## config.mk

```make
export PLATFORM = sky130hd
export DESIGN_NAME = emailbox
export DESIGN_NICKNAME = d
export VERILOG_FILES = /design/src/mbox_pkg.sv /design/src/emailbox.sv /design/src/mbox_read_port.sv /design/src/mbox_fifo.sv /design/src/mbox_write_decode.sv
export SDC_FILE = /design/constraint.sdc
export NUM_CORES = 2
export LEC_CHECK = 0
export BUFFER_PORTS_ARGS = -buffer_cell sky130_fd_sc_hd__buf_2
export CAP_MARGIN = 30
export CORE_UTILIZATION = 52
export CTS_CLUSTER_SIZE = 25
export DETAILED_ROUTE_END_ITERATION = 8
export GPL_TIMING_DRIVEN = 0
export HOLD_SLACK_MARGIN = 0.12
export PLACE_DENSITY = 0.68
export REMOVE_ABC_BUFFERS = 1
export SETUP_SLACK_MARGIN = 0.02
export SYNTH_ARGS = -nofsm -noshare
export SYNTH_HDL_FRONTEND = slang
export SYNTH_SLANG_ARGS = --single-unit
```

## constraint.sdc

```tcl
create_clock -name rd_clk -period 10.35 [get_ports rd_clk]
set_input_delay 2.07 -clock rd_clk [delete_from_list [all_inputs] [get_ports rd_clk]]
set_output_delay 2.07 -clock rd_clk [all_outputs]
set_load 0.01 [all_outputs]
```

## src/mbox_pkg.sv

```systemverilog
/*
 * Shared types and constants for the mesh mailbox.
 * Holds the mesh packet layout, the payload union, the status word,
 * the address codes of this node and the FIFO sizing.
 */
package mbox_pkg;

   // ############################
   // Node address decode
   // ############################
   localparam logic [11:0] MBOX_ID     = 12'h808; // Addr [31:20], this node
   localparam logic [3:0]  EGROUP_MMR  = 4'hf;    // Addr [19:16], MMR space
   localparam logic [2:0]  EGROUP_MESH = 3'h1;    // Addr [10:8], mesh block

   // Register indices, compared with addr [7:2]
   localparam logic [5:0]  REG_MAILBOXLO   = 6'h09; // Low word, pops on read
   localparam logic [5:0]  REG_MAILBOXHI   = 6'h0a; // High word, no pop
   localparam logic [5:0]  REG_MAILBOXSTAT = 6'h0b; // Status word

   // ############################
   // FIFO sizing
   // ############################
   localparam int MBOX_DEPTH     = 32;               // Entries, power of two
   localparam int MBOX_AW        = $clog2(MBOX_DEPTH); // Pointer width
   localparam int MBOX_CW        = MBOX_AW + 1;      // Count 0..DEPTH
   localparam int MBOX_PROG_FULL = 28;               // Push-back level

   // ############################
   // Mesh packet, 104 bits
   // ############################
   typedef struct packed {
      logic [31:0] srcaddr;  // Upper message word on writes
      logic [31:0] data;     // Lower message word on writes
      logic [31:0] dstaddr;
      logic [4:0]  ctrlmode;
      logic [1:0]  datamode;
      logic        write;    // Set for writes, clear for reads
   } emesh_packet_t;

   // Payload as it sits on the bus
   typedef struct packed {
      logic [31:0] srcaddr;
      logic [31:0] data;
   } mbox_bus_t;

   // Same payload as one mailbox message
   typedef struct packed {
      logic [31:0] hi;
      logic [31:0] lo;
   } mbox_msg_t;

   // 64-bit word seen both ways
   typedef union packed {
      mbox_bus_t bus;
      mbox_msg_t msg;
   } mbox_payload_u;

   // ############################
   // Status register layout
   // ############################
   typedef struct packed {
      logic [7:0]  count;     // Messages held
      logic [20:0] reserved;  // Reads as zero
      logic        prog_full;
      logic        full;
      logic        not_empty;
   } mbox_status_t;

endpackage
```

## src/emailbox.sv

```systemverilog
/*
 * Mesh endpoint mailbox, top level.
 * Message writes from the mesh fill a 64-bit FIFO; the register port
 * reads it back as HI, LO (popping) and STAT words. Drives a level
 * interrupt and an advisory push-back level.
 */
module emailbox
(
   input  logic                    rd_clk,
   input  logic                    rst_n,
   input  logic                    emesh_access,   // Message write strobe
   input  mbox_pkg::emesh_packet_t emesh_packet,
   input  logic                    reg_access,     // Register read strobe
   input  mbox_pkg::emesh_packet_t reg_packet,
   input  logic                    mailbox_irq_en,
   output logic [31:0]             reg_rdata,
   output logic                    mailbox_irq,    // Level interrupt
   output logic                    mailbox_wait    // Push-back to senders
);
   import mbox_pkg::*;

   logic               push;
   mbox_payload_u      push_msg;
   logic               pop;
   mbox_payload_u      head;
   logic [MBOX_CW-1:0] count;
   logic               empty;
   logic               full;
   logic               prog_full;
   mbox_status_t       status;

   // ############################
   // Write path
   // ############################
   mbox_write_decode write_decode_i
   (
      .emesh_access (emesh_access),
      .emesh_packet (emesh_packet),
      .full         (full),
      .push         (push),
      .push_msg     (push_msg)
   );

   // ############################
   // Message FIFO
   // ############################
   mbox_fifo fifo_i
   (
      .rd_clk    (rd_clk),
      .rst_n     (rst_n),
      .push      (push),
      .push_msg  (push_msg),
      .pop       (pop),
      .head      (head),
      .count     (count),
      .empty     (empty),
      .full      (full),
      .prog_full (prog_full)
   );

   // ############################
   // Read path
   // ############################
   mbox_read_port read_port_i
   (
      .rd_clk     (rd_clk),
      .rst_n      (rst_n),
      .reg_access (reg_access),
      .reg_packet (reg_packet),
      .head       (head),
      .empty      (empty),
      .status     (status),
      .pop        (pop),
      .reg_rdata  (reg_rdata)
   );

   // Status word for STAT reads
   assign status = '{count:     8'(count),
                     reserved:  '0,
                     prog_full: prog_full,
                     full:      full,
                     not_empty: ~empty};

   // Level interrupt, held while anything is queued
   assign mailbox_irq  = mailbox_irq_en & (~empty | prog_full | full);
   assign mailbox_wait = prog_full; // Advisory only

endmodule

```

## src/mbox_read_port.sv

```systemverilog
/*
 * Register read port of the mailbox.
 * Decodes reads by register index only, pops the FIFO on a MAILBOXLO
 * read and returns the selected word on reg_rdata one cycle later.
 * reg_rdata holds its value until the next read.
 */
module mbox_read_port
(
   input  logic                    rd_clk,
   input  logic                    rst_n,
   input  logic                    reg_access,
   input  mbox_pkg::emesh_packet_t reg_packet,
   input  mbox_pkg::mbox_payload_u head,
   input  logic                    empty,
   input  mbox_pkg::mbox_status_t  status,
   output logic                    pop,
   output logic [31:0]             reg_rdata
);
   import mbox_pkg::*;

   logic        reg_read;  // Read access this cycle
   logic [5:0]  reg_idx;   // Register index from addr [7:2]
   logic        sel_lo;    // Low word only when a message is there
   logic        sel_hi;
   logic        sel_stat;
   logic [31:0] rdata_nxt; // Word captured at the edge

   // ############################
   // Decode
   // ############################
   assign reg_read = reg_access & ~reg_packet.write;
   assign reg_idx  = reg_packet.dstaddr[7:2];

   assign sel_lo   = reg_read & (reg_idx == REG_MAILBOXLO) & ~empty;
   assign sel_hi   = reg_read & (reg_idx == REG_MAILBOXHI);
   assign sel_stat = reg_read & (reg_idx == REG_MAILBOXSTAT);

   assign pop = sel_lo; // LO read consumes the head

   // AND-OR mux gives zero with no select
   assign rdata_nxt = ({32{sel_lo}}   & head.msg.lo) |
                      ({32{sel_hi}}   & head.msg.hi) |
                      ({32{sel_stat}} & 32'(status));

   // ############################
   // Read data register
   // ############################
   // Head and status taken before the pop lands
   always_ff @(posedge rd_clk or negedge rst_n)
   begin
      if (!rst_n)
      begin
         reg_rdata <= '0;
      end
      else if (reg_read)
      begin
         reg_rdata <= rdata_nxt; // Unknown index or empty LO reads zero
      end
   end

endmodule

```

## src/mbox_fifo.sv

```systemverilog
/*
 * Single-clock message FIFO for the mailbox.
 * Show-ahead: head always presents the oldest message, a pop just
 * advances to the next one. Count, empty, full and prog_full follow
 * each push or pop at the clock edge that takes it.
 */
module mbox_fifo
(
   input  logic                          rd_clk,
   input  logic                          rst_n,
   input  logic                          push,
   input  mbox_pkg::mbox_payload_u       push_msg,
   input  logic                          pop,
   output mbox_pkg::mbox_payload_u       head,
   output logic [mbox_pkg::MBOX_CW-1:0]  count,
   output logic                          empty,
   output logic                          full,
   output logic                          prog_full
);
   import mbox_pkg::*;

   localparam logic [MBOX_CW-1:0] DEPTH_C = MBOX_CW'(MBOX_DEPTH);
   localparam logic [MBOX_CW-1:0] PFULL_C = MBOX_CW'(MBOX_PROG_FULL);

   mbox_payload_u      mem [MBOX_DEPTH]; // Message storage
   logic [MBOX_AW-1:0] wr_ptr;           // Next slot to fill
   logic [MBOX_AW-1:0] rd_ptr;           // Oldest message

   // ############################
   // Storage
   // ############################
   always_ff @(posedge rd_clk)
   begin
      if (push)
      begin
         mem[wr_ptr] <= push_msg;
      end
   end

   assign head = mem[rd_ptr]; // Show-ahead read

   // ############################
   // Pointers
   // ############################
   // Depth is a power of two, pointers wrap on their own
   always_ff @(posedge rd_clk or negedge rst_n)
   begin
      if (!rst_n)
      begin
         wr_ptr <= '0;
         rd_ptr <= '0;
      end
      else
      begin
         if (push)
         begin
            wr_ptr <= wr_ptr + 1'b1;
         end
         if (pop)
         begin
            rd_ptr <= rd_ptr + 1'b1;
         end
      end
   end

   // ############################
   // Occupancy
   // ############################
   always_ff @(posedge rd_clk or negedge rst_n)
   begin
      if (!rst_n)
      begin
         count <= '0;
      end
      else
      begin
         case ({push, pop})
            2'b10:   count <= count + 1'b1;
            2'b01:   count <= count - 1'b1;
            default: count <= count; // Idle or push with pop
         endcase
      end
   end

   // Flags straight from the counter
   assign empty     = (count == '0);
   assign full      = (count == DEPTH_C);
   assign prog_full = (count >= PFULL_C); // Push-back threshold

   // ############################
   // Checks
   // ############################
   a_no_push_full : assert property (
      @(posedge rd_clk) disable iff (!rst_n)
      push |-> !full
   ) else $error("mbox_fifo: push into full FIFO");

   a_no_pop_empty : assert property (
      @(posedge rd_clk) disable iff (!rst_n)
      pop |-> !empty
   ) else $error("mbox_fifo: pop from empty FIFO");

   // Counter stays within the storage
   a_count_range : assert property (
      @(posedge rd_clk) disable iff (!rst_n)
      count <= DEPTH_C
   ) else $error("mbox_fifo: count above depth");

endmodule

```

## src/mbox_write_decode.sv

```systemverilog
/*
 * Write-side address filter for incoming mesh messages.
 * A packet is pushed into the mailbox FIFO only when it is a write aimed
 * at this node's MAILBOXLO register and the FIFO has room.
 */
module mbox_write_decode
(
   input  logic                    emesh_access,
   input  mbox_pkg::emesh_packet_t emesh_packet,
   input  logic                    full,
   output logic                    push,
   output mbox_pkg::mbox_payload_u push_msg
);
   import mbox_pkg::*;

   logic [31:0] dst;       // Destination address
   logic        id_hit;    // Node ID match
   logic        group_hit; // MMR and mesh group match
   logic        reg_hit;   // Register index is MAILBOXLO
   logic        wr_req;    // Valid message write

   assign dst = emesh_packet.dstaddr;

   // ############################
   // Address match
   // ############################
   assign id_hit    = (dst[31:20] == MBOX_ID);
   assign group_hit = (dst[19:16] == EGROUP_MMR) &&
                      (dst[10:8]  == EGROUP_MESH);
   assign reg_hit   = (dst[7:2] == REG_MAILBOXLO); // HI and STAT not writable

   // Reads on the mesh port are ignored
   assign wr_req = emesh_access & emesh_packet.write;

   // Full FIFO drops the write silently
   assign push = wr_req & id_hit & group_hit & reg_hit & ~full;

   // Bus fields land in the message words
   assign push_msg.bus = '{srcaddr: emesh_packet.srcaddr,
                           data:    emesh_packet.data};

endmodule

```

==> qor.csv <==
stage,metric,value,unit
route,routed_via_density,6.505,
worst_setup_path,cp_data_required_time,11.05,ns
grt,overflow,0,
floorplan,die_h,395.2,um
logic_synthesis,synth_common_cells,"2048 x edfxtp_1, 565 x mux4_2, 109 x mux2i_1",
logic_synthesis,synth_top_area_frac,0.7651,
placement,place_congestion,0.6958,
route,wl_per_cell,33.56,um
logic_synthesis,yosysMostFrequentCell,edfxtp_1,
placement,place_ws,4.027,ns
timing,hold_viol_final,0,
clock_network,clock-sinks,2096,
placement,dp_cells,5555,
logic_synthesis,synth_area,80380,um^2
clock_network,cts_tree,built,
worst_setup_path,crit_type,primary input to flop,
worst_setup_path,cp.arrival,6.29,ns
finish,drive_gt1_frac,0.3083,
finish,nets,3950,
clock_network,cts_setup_buffers,0,
worst_hold_path,holdCritPathClass,flop to flop,
finish,fillers,10080,
logic_synthesis,ys.flop_type,edfxtp_1,
clock_network,cts_max_level,4,
logic_synthesis,ys_ff_latch,2096,
grt,antenna_found_initial,16,
route,vias,38560,
timing,fmax,178.9,MHz
timing,period_share,0.5401,
floorplan,core,152600,um^2
worst_setup_path,startpoint_type,primary input,
floorplan,die_area,156200,um^2
clock_network,cts_hold_buf,0,
timing,rsz0062_at_grt,false,
timing,maxSlewHeadroom,0.3220,
route,drtAntennaViolNets,0,
worst_hold_path,whs_path_depth,2,
route,drt_iter0_markers,5097,
worst_setup_path,path_max_fanout,15,
timing,skew,0.03881,ns
placement,placed_area,86410,um^2
logic_synthesis,synth_warnings,0,
clock_network,insertion_delay,0.85,ns
worst_setup_path,reg2regPathDepth,9,
timing,fin_setup_tns,0,ns
power_and_ir_drop,powerDensity,188.3,nW/um^2
timing,finalSetupViolations,0,
logic_synthesis,synthArstFlopShare,0.02290,
timing,slew_viol_final,0,
floorplan,start_util,0.5267,
timing,worst_slack,4.760,ns
finish,fin_cells,5928,
run_status,outcome,"finished, final reports clean",
clock_network,clkTransAtPathRegs,0.06,ns
route,drt-total-wl,198900,um
logic_synthesis,yosys-top-cells-area,"edfxtp_1 77%, mux4_2 16%, dfrtp_1 1.5%",
grt,grt_max_degree,59,
floorplan,die_x,395.2,um
clock_network,cts-resized-gates,0,
finish,design_area,92920,um^2
logic_synthesis,synth_edf_count,2048,
logic_synthesis,synthDistinctLibCells,55,
timing,period_needed,5.590,ns
timing,worst_pin_slew,1.014,ns
logic_synthesis,synthCells,3414,
placement,dp_hpwl,119600,um
route,drc,0,
logic_synthesis,synth_top_area_cell,edfxtp_1,
grt,grt_pass1_vias,38890,
finish,area_growth_syn_to_layout,15.60,%
timing,hold_ws,0.4973,ns
clock_network,cts_buffer_depth,3,
grt,grt_usage,0.2579,
run,drv_cap,0,
floorplan,io_pins,247,
worst_setup_path,critPathCaptureType,flop,
logic_synthesis,synth-seq-area-share,0.7800,
clock_network,cts_root_buf,clkbuf_16,
clock_network,cts_made_buffers,201,
floorplan,rows,143,
power_and_ir_drop,peakVddDrop,0.1958,mV
grt,grt_pass1_wl,282800,um
route,dr.pass1.iters,8,
logic_synthesis,synth.avg_cell_area,23.54,um^2
placement,io_buffers,135,
power_and_ir_drop,leakage,28.76,nW
[final cells by class]
type	count	area (um^2)	share of cell area
Inverter	9	46.29	0.0004982
Multi-Input combinational cell	1123	16800	0.1808
Timing Repair Buffer	298	4335	0.04666
Clock buffer	252	5303	0.05707
Sequential cell	2096	62720	0.6750
Clock inverter	118	1170	0.01259
Tap cell	2030	2540	0.02733
Antenna cell	2	5.005	0.00005386
[critical path: stages]
cell      delay (ns)
buf_2           0.09
nor4b_1         0.78
nand3_1         0.40
or3_2           0.89
inv_2           0.60
ha_1            0.44
xor2_1          0.12
ha_1            0.23
nand3b_1        0.08
o21ai_0         0.08
a221oi_1        0.26
nor2_1          0.09
xor2_1          0.15
[through the flow]
stage | power (mW) | utilization
floorplan | 10.83 | -
global placement | 11.40 | 0.5404
detailed placement | 10.46 | 0.5662
CTS | 17.60 | 0.6086
global route | 17.96 | 0.6088
finish | 17.50 | 0.6088
[registers in the layout, indices dropped and copies added (netlist names)]
name	count
fifo_i.count	6
fifo_i.mem	2048
read_port_i.reg_rdata	32
fifo_i.rd_ptr	5
fifo_i.wr_ptr	5
[path summary, 6_finish.rpt]
check	start	slack, ns	to
max	reg_packet[15]	4.76	fifo_i.count[4]
min	read_port_i.reg_rdata[14]	0.50	read_port_i.reg_rdata[14]
max reg2reg	fifo_i.rd_ptr[1]	5.86	read_port_i.reg_rdata[25]
min reg2reg	read_port_i.reg_rdata[14]	0.50	read_port_i.reg_rdata[14]
max in group asynchronous	rst_n	8.44	read_port_i.reg_rdata[8]
min in group asynchronous	rst_n	1.24	read_port_i.reg_rdata[21]
[power breakdown]
part	total [mW]	internal (mW)	switching, mW
sequential	9.34	9.31	0.0223
combinational	0.927	0.490	0.436
clock	7.24	4.11	3.13
total	17.5	13.9	3.59
[cell usage in the layout, fill, tap and decap left out, types with 12 or more instances in the layout]
master	n
buf_16	61
nor2_4	33
edfxtp_1	2048
nand3_1	31
mux2i_1	109
buf_2	134
clkinv_1	42
a32oi_1	15
dfrtp_1	43
clkbuf_1	44
mux4_2	565
o22ai_1	16
clkinv_2	32
o21ai_0	12
o211ai_1	32
clkbuf_16	202
a21oi_1	21
bufinv_16	19
nor2_1	18
buf_12	93
xnor2_1	12
nand2_1	105
[kinds of logic (layout without fill, tap and decap cells)]
kind of cell,count (synthesis),count (layout),share of synthesized area
and+or+nand+nor,257,257,0.01533
buffers and inverters,195,677,0.01429
muxes,676,676,0.1722
xor gates and xnor gates,16,16,0.001743
other,0,2,0
adders and majority gates,8,8,0.001245
DFF,2096,2096,0.7800
AOI/OAI and AO/OA,166,166,0.01519
[routing by layer]
layer / wire length [um] / GRT usage
met5: 93 / 0
met2: 95400 / 0.4005
met4: 5540 / 0.07773
met3: 20190 / 0.05380
met1: 77690 / 0.3728
(Power assumes the default switching activity.)
